`src/design/mem_pkg.sv`:
```
// widths, opcode and response enums, and the pipeline stage structs
package mem_pkg;

   localparam int ADDR_W      = 32;
   localparam int DATA_W      = 128;
   localparam int STRB_W      = DATA_W / 8;             // one strobe per byte
   localparam int ID_W        = 4;
   localparam int BRAM_ADDR_W = 14;                     // 16 KB window
   localparam int LINE_OFFSET = $clog2(STRB_W);
   localparam int LINE_IDX_W  = BRAM_ADDR_W - LINE_OFFSET;
   localparam int BRAM_LINES  = 2 ** LINE_IDX_W;

   typedef enum logic {
      op_read  = 1'b0,
      op_write = 1'b1
   } mem_op_e;

   // AXI response encoding
   typedef enum logic [1:0] {
      resp_okay   = 2'b00,
      resp_decerr = 2'b11
   } mem_resp_e;

   // request as seen on the core side
   typedef struct packed {
      mem_op_e             op;
      logic [ID_W-1:0]     id;
      logic [ADDR_W-1:0]   addr;
      logic [STRB_W-1:0]   strb;
      logic [DATA_W-1:0]   wdata;
   } mem_req_t;

   // decode to ram, address already reduced to a line index
   typedef struct packed {
      mem_op_e               op;
      logic [ID_W-1:0]       id;
      logic                  hit;
      logic [LINE_IDX_W-1:0] line_idx;
      logic [STRB_W-1:0]     strb;
      logic [DATA_W-1:0]     wdata;
   } dec_stage_t;

   // ram to response build, read data travels beside it
   typedef struct packed {
      mem_op_e           op;
      logic [ID_W-1:0]   id;
      logic              hit;
   } ram_stage_t;

   typedef struct packed {
      logic [ID_W-1:0]   id;
      mem_resp_e         resp;
      logic [DATA_W-1:0] rdata;
   } mem_rsp_t;

endpackage

```
`src/design/resp_build.sv`:
```
// response code and read data select, registered response output
module resp_build (
   input  logic                       mig_clk,
   input  logic                       arst_n_i,
   input  logic                       ram_valid_i,
   input  mem_pkg::ram_stage_t        ram_i,
   input  logic [mem_pkg::DATA_W-1:0] rdata_i,
   output logic                       rsp_valid_o,
   output mem_pkg::mem_rsp_t          rsp_o
);

   import mem_pkg::*;

   mem_resp_e         resp_code;
   logic [DATA_W-1:0] resp_data;

   assign resp_code = ram_i.hit ? resp_okay : resp_decerr;
   // only a hit read carries the line
   assign resp_data = (ram_i.hit && (ram_i.op == op_read)) ? rdata_i : '0;

   always_ff @(posedge mig_clk or negedge arst_n_i) begin
      if (!arst_n_i) begin
         rsp_valid_o <= 1'b0;
      end else begin
         rsp_valid_o <= ram_valid_i;
      end
   end

   always_ff @(posedge mig_clk) begin
      if (ram_valid_i) begin
         rsp_o.id    <= ram_i.id;
         rsp_o.resp  <= resp_code;
         rsp_o.rdata <= resp_data;
      end
   end

   a_decerr_no_data : assert property (
      @(posedge mig_clk) disable iff (!arst_n_i)
      (rsp_valid_o && (rsp_o.resp == resp_decerr)) |-> (rsp_o.rdata == '0)
   ) else $error("decode error response with data");

endmodule

```
`config.mk`:
```
export PLATFORM = sky130hd
export DESIGN_NAME = resp_build
export DESIGN_NICKNAME = d
export VERILOG_FILES = /design/src/design/mem_pkg.sv /design/src/design/resp_build.sv
export SDC_FILE = /design/constraint.sdc
export NUM_CORES = 1
export LEC_CHECK = 0
export BUFFER_PORTS_ARGS = -buffer_cell sky130_fd_sc_hd__buf_2
export CORE_UTILIZATION = 46
export CTS_CLUSTER_DIAMETER = 150
export DETAILED_ROUTE_END_ITERATION = 7
export PLACE_DENSITY = 0.81
export SYNTH_ARGS = -nofsm -noshare
export SYNTH_HDL_FRONTEND = slang
export SYNTH_SLANG_ARGS = --single-unit
```
`constraint.sdc`:
```
create_clock -name mig_clk -period 0.9 [get_ports mig_clk]
set_clock_uncertainty 0.15 [all_clocks]
set_input_delay 0.18 -clock mig_clk [delete_from_list [all_inputs] [get_ports mig_clk]]
set_output_delay 0.18 -clock mig_clk [all_outputs]
set_load 0.005 [all_outputs]
```
# --- Word-level counts from Yosys, hierarchy flattened ---
# Cells that the tools add are included.
classes:
  n_mux: 1
  bitwise_logic: 1
  reduce_logical: 1
ops:
  columns: ["op", "n"]
  rows:
  - ["two-way mux 2 bit", 1]
  - ["logical AND 1 bit", 1]
  - ["NOT 1 bit", 1]
totals:
  regBits: 135
  output_inout_bits: 135

# --- Logic depth before layout (Yosys ltp) ---
depth:
  word_depth: 2
  mapped_depth: 3

# --- Worst setup path before layout ---
# OpenSTA, ideal clock, no wires.
synth_path:
  path_kind: "input-to-reg"
  start: "input ram_i[5] (netlist bit)"
  end: "register rsp_o[3] (netlist bit), data pin"
  setup_time_ns: 0.255
  arrival_ns: 0.635
  t_required_ns: 0.495
  slack_ns: -0.140
  path_stages: 3
  path_buffers: 2
  path_cell_list: "buf_2 -> buf_2 -> and3b_1"
synth_via:
  elab_chain_cells: 2
synth_rtl:
  columns: ["item", "line_no", "text"]
  rows:
  - ["start, declared", "resp_build.sv:6", "input mem_pkg::ram_stage_t ram_i,"]
  - ["NOT 1 bit", "resp_build.sv:19", "assign resp_data = (ram_i.hit && (ram_i.op == op_read)) ? rdata_i : '0;"]
  - ["logical AND 1 bit", "resp_build.sv:19", null]
  - ["end, declared", "resp_build.sv:9", "output mem_pkg::mem_rsp_t rsp_o"]
# Every way passes these cells.
# A chain may end at the register's enable or synchronous reset.

# --- Final worst setup path ---
layout_path:
  start: "register rsp_o[7] (netlist bit)"
  end: "output rsp_o[7] (netlist bit)"
# No word-level cell between the ends.

==> flow_metrics.tcl <==
set metrics [dict create \
    path_clk_slew_ps 60 \
    p_leak_uw 0.00368 \
    cp_top_family "flip-flops" \
    initial_core_util_pct 47.2 \
    final_antenna_net_count 0 \
    grt_pass1_wl_um 17500 \
    failed_checks "hold timing, setup timing" \
    synth_xor_area_share_pct 0 \
    gp_congestion 0.762 \
    vias 3600 \
    wl_per_cell_um 16.6 \
    hold_viol 126 \
    hp-class "in -> reg" \
    ios 272 \
    drive_above_1_share_pct 53.5 \
    synth_compound_area_share_pct 0 \
    layout.cells.non_filler 732 \
    synth_top_family_by_area "simple AND/OR/NAND/NOR gates" \
    synthCells 292 \
    cts.path.max_buffers 2 \
    yosys.area_share.simple_pct 20.9 \
    crit_chain "buf_2" \
    die_y_um 110 \
    dr.pass1.iters 4 \
    grt_pass1_vias 3557 \
    overflow 0 \
    synthMuxAreaShare_pct 0 \
    drt_iter0_drc 164 \
    met1_length_um 4530 \
    wl_um 12200 \
    grt_setup_unrepaired "yes" \
    crit_arrival_ps 930 \
    cts_resized 0 \
    ys_warn_count 0 \
    period_share_pct 140 \
    rows 39 \
    cp-start-kind "flop" \
    routed-wl-met3_um 1190 \
    place_inst 692 \
    fmax_mhz 793 \
    cp_slowest_cell "edfxtp_1" \
    numCtsBuffers 17 \
    layout_common_cells "buf_2, edfxtp_1, and3b_1, clkbuf_16, buf_4" \
    hpwl_um 8590 \
    dieArea_um2 12100 \
    cp_data_required_time_ps 570 \
    ys_seq_elements 134 \
    fin_util_pct 66.4 \
    syn_area_um2 5360 \
    critPathCaptureType "output pin" \
    setup_slack_ps -361 \
    holdPathEnd "rsp_o[17]$_SDFFCE_PN0P_" \
    cap_violations 0 \
    place_ws_ps -293 \
    hp-start "rdata_i[17]" \
    numPortBuffers 271 \
    grt_usage_pct 20.0 \
    wl_met2_um 6140 \
    worstSetupPathType "reg -> out" \
    crit_path_max_fanout 1 \
    setup_viol 136 \
    power.density_nw_per_um2 2120 \
    synth_fa_ha_area_share_pct 0 \
    coreArea_um2 11400 \
    die_w_um 110 \
    fin_crit_ps 1260 \
    synth_nets 429 \
    finalPower_uw 16000 \
    vias_per_cell 4.92 \
    relSlewSlack_pct 86.3 \
    holdWs_ps -66.2 \
    nNetsFinal 711 \
    cts_tree "yes" \
    synth_seq_area_share_pct 74.9 \
    ys_types 8 \
    avgSynthCellArea_um2 18.4 \
    htree_num_levels 4 \
    root_buffer "clkbuf_16" \
    cp_num_buf_inv 1 \
    syn_to_final_growth_pct 40.7 \
    ir_worst_vdd_v 0.00126 \
    drv_slew 0 \
    clkSinkCount 134 \
    grt_start_max_net_pins 65 \
    final_common_cell "buf_2" \
    antenna_found_initial 3 \
    critical_path.max_stage_delay_ps 380 \
    whs_path_depth 2 \
    worst_pin_slew_ps 205 \
    drc 0 \
    status "finished, violations left" \
    top_layer_used "met5" \
]
[registers in the layout, indices dropped and copies added (netlist names)]
signal,count
rsp_o,133
rsp_valid_o,1
[per-stage QoR]
stage               setup TNS (ps)  cell area [um^2]
finish                      -43540              7550
global route                -49510              7540
CTS                         -46420              7540
detailed placement          -61740              6870
global placement            -57330              6870
floorplan                    -8870              5480
[cell type report]
| class | count | area [um^2] |
|---|---|---|
| Inverter | 1 | 3.75 |
| Clock buffer | 18 | 429 |
| Antenna cell | 2 | 5.00 |
| Tap cell | 143 | 179 |
| Multi-Input combinational cell | 128 | 1120 |
| Fill cell | 809 | 3820 |
| Timing Repair Buffer | 292 | 1610 |
| Sequential cell | 134 | 4020 |
| Clock inverter | 14 | 183 |
[power breakdown]
group	internal [uW]	total [uW]	switching, uW
Sequential	7350	7450	103
Combinational	744	1380	638
Clock	4610	7170	2560
[cell usage after synthesis]
| cell | count | area (um^2) |
|---|---|---|
| clkbuf_1 | 1 | 3.75 |
| buf_6 | 11 | 124 |
| dfrtp_1 | 1 | 25.0 |
| buf_4 | 3 | 22.5 |
| edfxtp_1 | 133 | 3990 |
| inv_1 | 1 | 3.75 |
| and3b_1 | 128 | 1120 |
| buf_2 | 14 | 70.1 |
[cells by family (layout without fill, tap and decap cells)]
kind of cell / Yosys count / in the layout
simple gates: 128 / 128
flops: 134 / 134
other cells: 0 / 2
buf+inv: 30 / 325
[layer usage]
metal | vias to the layer above | GRT usage [%]
met3 | 27 | 7.82
li1 | 1700 | -
met2 | 176 | 34.6
met5 | - | 0
met4 | 2 | 9.33
met1 | 1695 | 21.3
[repair_timing]
| action | CTS | global route |
|---|---|---|
| hold buffers | 6 | 1 |
| setup buffers | 0 | 0 |
| setup endpoints to repair | 135 | 136 |
| endpoints found under the hold margin | 132 | 128 |
[worst max-delay path by stage]
| stage | depth (start not counted) | slack, ps | to | startpoint |
|---|---|---|---|---|
| finish | 1 | -360 | rsp_o[7] | rsp_o[7]$_SDFFCE_PN0P_ |
| detailed placement | 3 | -290 | rsp_o[98]$_SDFFCE_PN0P_ | ram_i[5] |
| global placement | 3 | -270 | rsp_o[98]$_SDFFCE_PN0P_ | ram_i[5] |
| CTS | 1 | -380 | rsp_o[70] | rsp_o[70]$_SDFFCE_PN0P_ |
| global route | 1 | -420 | rsp_o[70] | rsp_o[70]$_SDFFCE_PN0P_ |
| floorplan | 3 | -80 | rsp_o[10]$_SDFFCE_PN0P_ | ram_i[0] |
(Power assumes the default switching activity.)
