$ cat config.mk
export PLATFORM = sky130hd
export DESIGN_NAME = req_decode
export DESIGN_NICKNAME = d
export VERILOG_FILES = /design/src/design/mem_pkg.sv /design/src/design/req_decode.sv
export SDC_FILE = /design/constraint.sdc
export NUM_CORES = 1
export LEC_CHECK = 0
export BUFFER_PORTS_ARGS = -buffer_cell sky130_fd_sc_hd__buf_2
export CORE_ASPECT_RATIO = 0.5
export CORE_MARGIN = 5
export CORE_UTILIZATION = 40
export DETAILED_ROUTE_END_ITERATION = 7
export PLACE_DENSITY = 0.81
export SLEW_MARGIN = 15
export SYNTH_ARGS = -nofsm -noshare
export SYNTH_HDL_FRONTEND = slang
export SYNTH_SLANG_ARGS = --single-unit
$ cat constraint.sdc
create_clock -name mig_clk -period 0.8 [get_ports mig_clk]
set_clock_uncertainty 0.1 [all_clocks]
set_input_delay 0.24 -clock mig_clk [delete_from_list [all_inputs] [get_ports mig_clk]]
set_output_delay 0.24 -clock mig_clk [all_outputs]
set_load 0.01 [all_outputs]
$ cat src/design/mem_pkg.sv
// widths, opcode and response enums, and the pipeline stage structs
package mem_pkg;

   localparam int ADDR_W      = 32;
   localparam int DATA_W      = 128;
   localparam int STRB_W      = DATA_W / 8;             // one strobe per byte
   localparam int ID_W        = 4;
   localparam int BRAM_ADDR_W = 14;                     // 16 KB window
   localparam int LINE_OFFSET = $clog2(STRB_W);
   localparam int LINE_IDX_W  = BRAM_ADDR_W - LINE_OFFSET;
   localparam int BRAM_LINES  = 2 ** LINE_IDX_W;

   typedef enum logic {
      op_read  = 1'b0,
      op_write = 1'b1
   } mem_op_e;

   // AXI response encoding
   typedef enum logic [1:0] {
      resp_okay   = 2'b00,
      resp_decerr = 2'b11
   } mem_resp_e;

   // request as seen on the core side
   typedef struct packed {
      mem_op_e             op;
      logic [ID_W-1:0]     id;
      logic [ADDR_W-1:0]   addr;
      logic [STRB_W-1:0]   strb;
      logic [DATA_W-1:0]   wdata;
   } mem_req_t;

   // decode to ram, address already reduced to a line index
   typedef struct packed {
      mem_op_e               op;
      logic [ID_W-1:0]       id;
      logic                  hit;
      logic [LINE_IDX_W-1:0] line_idx;
      logic [STRB_W-1:0]     strb;
      logic [DATA_W-1:0]     wdata;
   } dec_stage_t;

   // ram to response build, read data travels beside it
   typedef struct packed {
      mem_op_e           op;
      logic [ID_W-1:0]   id;
      logic              hit;
   } ram_stage_t;

   typedef struct packed {
      logic [ID_W-1:0]   id;
      mem_resp_e         resp;
      logic [DATA_W-1:0] rdata;
   } mem_rsp_t;

endpackage

$ cat src/design/req_decode.sv
// request register stage with block RAM window decode
module req_decode (
   input  logic                 mig_clk,
   input  logic                 arst_n_i,
   input  logic                 req_valid_i,
   input  mem_pkg::mem_req_t    req_i,
   output logic                 dec_valid_o,
   output mem_pkg::dec_stage_t  dec_o
);

   import mem_pkg::*;

   logic                  win_hit;
   logic [LINE_IDX_W-1:0] win_idx;

   // everything above the 16 KB window must be zero
   assign win_hit = (req_i.addr[ADDR_W-1:BRAM_ADDR_W] == '0);
   assign win_idx = req_i.addr[BRAM_ADDR_W-1:LINE_OFFSET];   // byte offset dropped

   always_ff @(posedge mig_clk or negedge arst_n_i) begin
      if (!arst_n_i) begin
         dec_valid_o <= 1'b0;
      end else begin
         dec_valid_o <= req_valid_i;
      end
   end

   // payload only moves with a valid request
   always_ff @(posedge mig_clk) begin
      if (req_valid_i) begin
         dec_o.op       <= req_i.op;
         dec_o.id       <= req_i.id;
         dec_o.hit      <= win_hit;
         dec_o.line_idx <= win_idx;
         dec_o.strb     <= req_i.strb;
         dec_o.wdata    <= req_i.wdata;
      end
   end

   // the strobe drives the whole pipeline, an X here would poison every stage
   a_req_valid_known : assert property (
      @(posedge mig_clk) disable iff (!arst_n_i)
      !$isunknown(req_valid_i)
   ) else $error("req_valid_i unknown out of reset");

endmodule

Word-level counts from Yosys, hierarchy flattened
Index checks and enable logic that the tools add are counted.
Widths: inputs -> output; s select.

storage, ports and cells
  register bits after elaboration = 161
  bits of input ports = 184

operators by class
  reductions and logical operators = 1

operators by type and width
  kind              count
  $logic_not 18->1  1

Longest topological paths before layout
Gate-level depths: netlist of the first run.

  depth after elaboration = 1
  depth in mapped cells = 3
  depth with buffers taken out = 3

Worst setup path before layout of the first run
No wires, ideal clock.

  path type = in2reg
  start = input port req_i[165] (netlist name)
  end = register dec_o[154] (netlist name), data pin
  arrival = 0.957 ns
  slack = -0.427 ns
  stages on the path = 2
  buffers on the path = 0
  cell sequence = or4_1 > nor4_2

on the way
  longest elaborated chain between the ends = 1

RTL lines
  element           line              text
  start, declared   req_decode.sv:6   input mem_pkg::mem_req_t req_i,
  $logic_not 18->1  req_decode.sv:17  assign win_hit = (req_i.addr[ADDR_W-1:BRAM_ADDR_W] == '0);
  net win_hit       req_decode.sv:13  logic win_hit;
  end, declared     req_decode.sv:8   output mem_pkg::dec_stage_t dec_o

The timed path passes the listed nets, and every way through them passes these cells.
A chain may end at the register's enable or synchronous reset.

Final worst setup path of the first run
  start = register dec_o[111] (netlist name)
  end = output port dec_o[111] (netlist name)

No word-level cell between the ends.

==> results of run 1 <==
## routing by layer
layer  GRT usage (%)  up-vias  wire [µm]
met4            6.29        0        162
met3            4.42       14        691
met1            22.2     1630       5360
met2            34.5      111       8630
met5               0        -          0
li1                -     1481          -
## how the worst max path moves through the flow
| stage | startpoint | to | slack [ns] | cells after the start |
|---|---|---|---|---|
| floorplan | req_i[165] | dec_o[154] | -0.43 | 2 |
| global placement | req_i[165] | dec_o[154] | -0.53 | 3 |
| detailed placement | req_i[165] | dec_o[154] | -0.58 | 3 |
| CTS | dec_o[25] | dec_o[25] | -0.56 | 1 |
| global route | dec_o[111] | dec_o[111] | -0.58 | 1 |
| finish | dec_o[111] | dec_o[111] | -0.55 | 1 |
## layout make-up
type / instances / area [µm²]
Clock buffer: 18 / 429
Clock inverter: 14 / 108
Fill cell: 878 / 4110
Multi-Input combinational cell: 6 / 56.3
Sequential cell: 161 / 4830
Tap cell: 165 / 206
Timing Repair Buffer: 376 / 2140
## power by group through the flow
stage               Combinational, W  Sequential (W)  Clock (W)
floorplan                 0.00000419          0.0107          0
global placement             0.00170          0.0103          0
detailed placement           0.00174          0.0104          0
CTS                          0.00176          0.0102    0.00748
global route                 0.00197          0.0103    0.00789
finish                       0.00186          0.0102    0.00729
## metrics by stage
stage          util (%)  cells  setup slack, ns  hold WS [ns]  total power [W]
2_1_floorplan         -    167           -0.427        -0.156           0.0107
3_3_place_gp       58.1    681           -0.529       -0.0848           0.0120
3_5_place_dp       58.1    681           -0.582       -0.0816           0.0121
4_1_cts            62.9    714           -0.559        -0.109           0.0195
5_1_grt            65.4    740           -0.582        -0.111           0.0201
6_report           65.4    740           -0.546       -0.0935           0.0194
## flip-flops by register name, summed over array words and instances (netlist names)
| register | cells |
|---|---|
| dec_o | 160 |
| dec_valid_o | 1 |
## cell families (layout without fill, tap and decap cells)
kind of cell | count (synthesis) | after routing | share of synthesized area [%]
AND/OR/NAND/NOR | 6 | 6 | 0.899
flip-flops | 161 | 161 | 99.1
buffers and inverters | 0 | 408 | 0
## placed cells by master, fill, tap and decap left out
cell type / instances
clkbuf_16: 17
buf_12: 4
clkbuf_1: 1
dfrtp_1: 1
buf_2: 332
buf_6: 8
clkinv_2: 1
nor4_4: 1
clkinvlp_4: 5
buf_4: 5
clkinv_1: 1
or4_4: 1
dlygate4sd3_1: 27
edfxtp_1: 160
inv_6: 5
nor4_1: 3
clkinv_4: 2
nand3_1: 1
## repair_timing
action                     4_1_cts  5_1_grt
resized for setup                4        6
hold buffers                     1       26
setup endpoints to repair      162      162
hold endpoints to repair       160      159
pin swaps                        0        0
==> results.toml, run 1 <==
[run_status]
status = "finished with violations"
violations = "negative hold slack, negative setup slack"

[synth]
synth_seq_area_share_pct = 99.1
avgSynthCellArea_um2 = 29.2
syn_nets = 351
yosysMostFrequentCell = "edfxtp_1"
synth_common_cells = "edfxtp_1 (160), nor4_1 (3)"
synth-seq-cells = 161
synthTopCellsByArea = "edfxtp_1 (99%), dfrtp_1 (0.51%), nor4_1 (0.39%)"
ys_async_sr_fraction_pct = 0.621
synth_edf_count = 160
synth.top_cell.area_share_pct = 98.6
syn_area_um2 = 4870
yosys_warnings = 0
synthCells = 167
synth_top_area_cell = "edfxtp_1"
synth_ff_type = "edfxtp_1"
yosys.cell_types.count = 6

[timing]
slew_headroom_pct = 83.4
rsz0062_at_grt = "yes"
fin_crit_ns = 1.35
fin_setup_tns_ns = -74.26
finalSetupViolations = 188
fin_ws_ns = -0.546
worstMarginPinSlew_ns = 0.247
whs_ns = -0.0935
slew_viol_final = 0
fin_crit_sh_pct = 168
final_hold_viol_count = 133
max_freq_ghz = 0.743

[worst_hold_path]
min_from = "req_i[119]"
hold_depth = 1
min_path_type = "in2reg"
min_to = "dec_o[119]"

[global_route]
antenna_found_initial = 0
grt_pass1_wl_mm = 20.0
grt.total_usage_pct = 18.7
overflow = 0
grt_max_degree = 37
grt_pass1_vias = 3345

[route]
via_per_inst = 4.37
drc = 0
drt_iter0_drc = 133
antenna_left = 0
detail_route.wl_per_cell_um = 20.1
vias = 3236
drt-total-wl_mm = 14.8
firstDrtPassIters = 4

[layout]
final_cell_area_um2 = 7770
final_nets = 746
n_antenna_cell = 0
drive_gt1_share_pct = 66.3
area_growth_syn_to_layout_pct = 59.4

[floorplanning]
core_um2 = 11900
initial_core_util_pct = 41.0
placementRows = 28
pin_count = 345
die-area_um2 = 14600
die_x_um = 166
fp.dieH_um = 88.1

[worst_setup_path]
crit_chain = "buf_2"
path_buf_inv = 1
cp.required_ns = 0.46
critPathLaunchType = "register"
cp_max_fo = 1
crit_arrival_ns = 1.01
cpMaxStageDelayCell = "edfxtp_1"
crit_type = "reg2out"
worstSetupEndpointType = "output pin"
max_stage_delay_ns = 0.44
path_delay_family = "flip-flops"

[pwr]
netSwitchingFraction_pct = 23.0
p_per_area_nw_per_um2 = 2490
power_switching_w = 0.00445
combPwrFrac_pct = 9.6
p_int_w = 0.0149
leakage_nw = 3.36
p_clk_share_pct = 37.7
p_seq_share_pct = 52.8
ir_drop_v = 0.00135

[placement]
place_area_um2 = 6910
dpl.hpwl_mm = 11.5
port_buffers = 340
place.gp.congestion = 0.861

[flow_run]
drv_cap = 0

[clock_network]
clock_path_buffers = 2
cts_sinks = 161
cts_setup_buffers = 0
numCtsBuffers = 17
cts-root-buf = "clkbuf_16"
cts-htree-levels = 4
cts_tree = "yes"
path_clk_slew_ns = 0.07
(Power assumes the default switching activity.)
==> run 2: changes to the inputs <==
clock period = 1.6 ns   (was 0.8 ns; I/O delays follow)
==> results.toml, run 2 (same netlist as run 1, synthesis figures left out) <==
[run_status]
status = "finished, final reports clean"

[global_route]
met2_usage_pct = 34.0
antenna_found_initial = 0
grt_max_degree = 27
grt_pass1_wl_mm = 19.8
grt_pass1_vias = 3371
overflow = 0
grt.total_usage_pct = 18.5
busiest_layer = "met2"
grt_use_met3_pct = 4.69
use_met1_pct = 22.0

[timing]
whs_ns = 0.148
final_hold_viol_count = 0
max_freq_ghz = 0.633
fin_crit_sh_pct = 98.8
slew_viol_final = 0
worstMarginPinSlew_ns = 0.216
finalSetupViolations = 0
rsz0062_at_grt = "yes"
fin_crit_ns = 1.58
slew_headroom_pct = 85.4

[worst_setup_path]
path_buf_inv = 1
crit_start = "dec_o[111]"
critPathLaunchType = "register"
cp_max_fo = 1
crit_type = "reg2out"
cpMaxStageDelayCell = "edfxtp_1"
max_stage_delay_ns = 0.44
critical_path_depth = 1
crit_end = "dec_o[111]"
crit_arrival_ns = 1.00
cp.required_ns = 1.02
crit_chain = "buf_2"
path_delay_family = "flip-flops"
worstSetupEndpointType = "output pin"

[pwr]
ir_drop_v = 0.000658
leakage_nw = 3.27
p_per_area_nw_per_um2 = 1300

[route]
drc = 0
drt_iter0_drc = 190
firstDrtPassIters = 4
antenna_left = 0
via_per_inst = 4.33
detail_route.wl_per_cell_um = 20.1
vias = 3093
drt-total-wl_mm = 14.4

[floorplanning]
placementRows = 28
initial_core_util_pct = 41.0
die_x_um = 166
die-area_um2 = 14600
core_um2 = 11900
pin_count = 345
fp.dieH_um = 88.1

[clock_network]
cts_tree = "yes"
cts_resized = 0
cts-root-buf = "clkbuf_16"
numCtsBuffers = 17
path_clk_slew_ns = 0.07
cts_setup_buffers = 0
cts-htree-levels = 4
clock_path_buffers = 2
cts_sinks = 161

[placement]
place.gp.congestion = 0.909
dpl.hpwl_mm = 11.5
dp.cells = 680
port_buffers = 340

[layout]
final_nets = 719
top_regs = "dec_o (160), dec_valid_o (1)"
largest_reg_flops = 160
area_growth_syn_to_layout_pct = 53.8
drive_gt1_share_pct = 69.3
final_cell_mix = "buf_2 (339), edfxtp_1 (160), clkbuf_16 (17), inv_6 (7), buf_12 (7)"
layout.cells.most_common = "buf_2"
final_cells = 714
top_register = "dec_o"

[flow_run]
drv_cap = 0

[worst_hold_path]
min_path_type = "in2reg"
[run 2: power breakdown]
part,internal [W],total [W],switching [W]
registers,0.00501,0.00510,0.0000915
clock network,0.00205,0.00374,0.00169
logic,0.000398,0.000874,0.000476
[run 2: metal layers]
layer | part of all wire (%) | wire [µm] | vias up
met4 | 1.3 | 192 | 0
met5 | 0 | 0 | -
met2 | 56 | 8040 | 117
met3 | 5.3 | 760 | 16
met1 | 37 | 5370 | 1533
li1 | - | - | 1427
[run 2: how the worst min path moves through the flow]
stage	startpoint	endpoint	slack, ns	depth (start not counted)
2_1_floorplan	arst_n_i	dec_valid_o	0.08	0
5_1_grt	req_i[12]	dec_o[12]	0.12	1
3_5_place_dp	arst_n_i	dec_valid_o	0.16	1
6_report	req_i[58]	dec_o[58]	0.15	1
4_1_cts	req_i[26]	dec_o[26]	0.13	1
3_3_place_gp	arst_n_i	dec_valid_o	0.16	1
[run 2: layout make-up]
class / instances / area (µm²)
Antenna cell: 1 / 2.50
Clock inverter: 14 / 120
Fill cell: 903 / 4380
Timing Repair Buffer: 349 / 1870
Multi-Input combinational cell: 6 / 43.8
Sequential cell: 161 / 4830
Tap cell: 165 / 206
Clock buffer: 18 / 429
[run 2: timing repair]
action,in CTS,in global routing
endpoints found under the hold margin,1,0
endpoints found under the setup margin,0,3
hold buffers,1,0
[run 2: metrics by stage]
step / instance area (µm²) / power (W) / setup TNS, ns / utilization, % / worst slack [ns]
final: 7500 / 0.00971 / 0 / 63.1 / 0.0192
after global routing: 7490 / 0.0101 / -0.0313 / 63.1 / -0.0149
after CTS: 7490 / 0.00981 / 0 / 63.1 / 0.00754
after detailed placement: 6940 / 0.00608 / -0.00306 / 58.4 / -0.00306
after global placement: 6940 / 0.00603 / 0 / 58.4 / 0.0211
after floorplan: 4870 / 0.00537 / 0 / - / 0.133
==> run 3: changes to the inputs <==
CORE_AREA = 5 5 131 133   (was unset)
CORE_ASPECT_RATIO = unset   (was 0.5)
CORE_MARGIN = unset   (was 5)
CORE_UTILIZATION = unset   (was 40)
DIE_AREA = 0 0 136 138   (was unset)
PLACE_DENSITY = 0.65   (was 0.81)
==> results.toml, run 3 (same netlist as run 1, synthesis figures left out) <==
[timing]
slew_viol_final = 0
finalSetupViolations = 0
final_hold_viol_count = 0
fin_setup_tns_ns = 0
worstMarginPinSlew_ns = 0.343
rsz0062_at_grt = "yes"
fin_crit_ns = 1.57
slew_headroom_pct = 76.9
fin_crit_sh_pct = 98.3
max_freq_ghz = 0.636
fin_ws_ns = 0.0268

[global_route]
grt_pass1_vias = 3490
grt_max_degree = 36
grt.total_usage_pct = 14.4
grt_pass1_wl_mm = 19.8
antenna_found_initial = 0
overflow = 0

[clock_network]
numCtsBuffers = 17
path_clk_slew_ns = 0.06
cts-htree-levels = 4
cts_sinks = 161
cts-root-buf = "clkbuf_16"
cts_tree = "yes"
cts_setup_buffers = 0
clock_path_buffers = 2

[run_status]
status = "finished, final reports clean"

[pwr]
p_seq_share_pct = 53.4
p_clk_share_pct = 37.6
fin_total_pwr_w = 0.00953
p_int_w = 0.00739
netSwitchingFraction_pct = 22.5
ir_drop_v = 0.000643
combPwrFrac_pct = 9.0
power_switching_w = 0.00214
leakage_nw = 3.23
p_per_area_nw_per_um2 = 1270

[worst_setup_path]
cpMaxStageDelayCell = "edfxtp_1"
worstSetupEndpointType = "output pin"
cp_max_fo = 1
max_stage_delay_ns = 0.43
crit_arrival_ns = 0.99
path_buf_inv = 1
cp.required_ns = 1.02
crit_type = "reg2out"
crit_chain = "buf_6"
path_delay_family = "flip-flops"
critPathLaunchType = "register"

[worst_hold_path]
min_from = "req_i[108]"
hold_depth = 1
min_to = "dec_o[108]"
min_path_type = "in2reg"

[layout]
final_cell_mix = "buf_2 (333), edfxtp_1 (160), clkbuf_16 (17), buf_6 (7), buf_4 (7)"
final_cell_area_um2 = 7510
area_growth_syn_to_layout_pct = 54.2
top_register = "dec_o"
final_nets = 720
layout.cells.most_common = "buf_2"
top_regs = "dec_o (160), dec_valid_o (1)"
final_cells = 765
n_fill_cell = 1387
n_antenna_cell = 0
largest_reg_flops = 160
drive_gt1_share_pct = 68.9

[floorplanning]
fp.dieH_um = 138
die-area_um2 = 18800
placementRows = 46
initial_core_util_pct = 31.0
die_x_um = 136
core_um2 = 15700
pin_count = 345

[route]
wl_met1_mm = 4.53
topRoutingLayerUsed = "met4"
wl_met3_mm = 1.72
antenna_left = 0
drc = 0
firstDrtPassIters = 4
detail_route.wl_per_cell_um = 18.1
drt-total-wl_mm = 13.8
vias = 3128
wl_met2_mm = 7.41
via_per_inst = 4.09
drt_iter0_drc = 193

[placement]
dp.cells = 732
place_area_um2 = 6940
pre_cts_ws_ns = -0.0406
place.gp.congestion = 0.814
dpl.hpwl_mm = 11.1
port_buffers = 340

[flow_run]
drv_cap = 0
[run 3: cell count changes in the layout (fill, tap and decap cells not counted), sizes merged]
cell	change
inv	-7
clkinvlp	+5
clkbuf	+2
buf	+1
diode	-1
[run 3: worst max path at each step]
stage / startpoint / end / slack (ns) / cells after the start
after CTS: dec_o[154] / dec_o[154] / -0.02 / 1
after global placement: req_i[165] / dec_o[154] / 0.02 / 3
after detailed placement: req_i[165] / dec_o[154] / -0.04 / 3
after global routing: dec_o[154] / dec_o[154] / -0.03 / 1
final: dec_o[154] / dec_o[154] / 0.03 / 1
after floorplan: req_i[165] / dec_o[154] / 0.13 / 2
[run 3: what timing repair did]
item | 4_1_cts | 5_1_grt
hold buffers | 1 | 0
setup endpoints to repair | 1 | 7
hold endpoints to repair | 1 | 0
resized for setup | 1 | 7
[run 3: through the flow]
| stage | util, % | hold slack (ns) |
|---|---|---|
| after global placement | 44.2 | 0.154 |
| after floorplan | - | 0.0844 |
| after detailed placement | 44.2 | 0.156 |
| final | 47.8 | 0.137 |
| after CTS | 47.6 | 0.109 |
| after global routing | 47.8 | 0.102 |
[run 3: power groups by stage]
stage                     Combinational, W  Sequential (W)  Clock [W]
after floorplan                 0.00000210         0.00537          0
after global placement            0.000847         0.00517          0
after detailed placement          0.000864         0.00518          0
after CTS                         0.000869         0.00510    0.00370
after global routing              0.000922         0.00512    0.00390
final                             0.000858         0.00509    0.00358
[run 3: cell type report]
class                      count  area, µm²  share of cell area (%)
clock inverter                12       86.3                    1.15
timing repair buffer         350       1850                    24.6
multi-input combinational      6       43.8                   0.583
tap                          216        270                    3.60
sequential                   161       4830                    64.3
clock buffer                  20        437                    5.81
[run 3: per-layer routing]
layer  GRT usage, %  up-vias
met4           4.93        0
li1               -     1427
met5              0        -
met3           7.55       15
met2           25.9      204
met1           14.0     1482
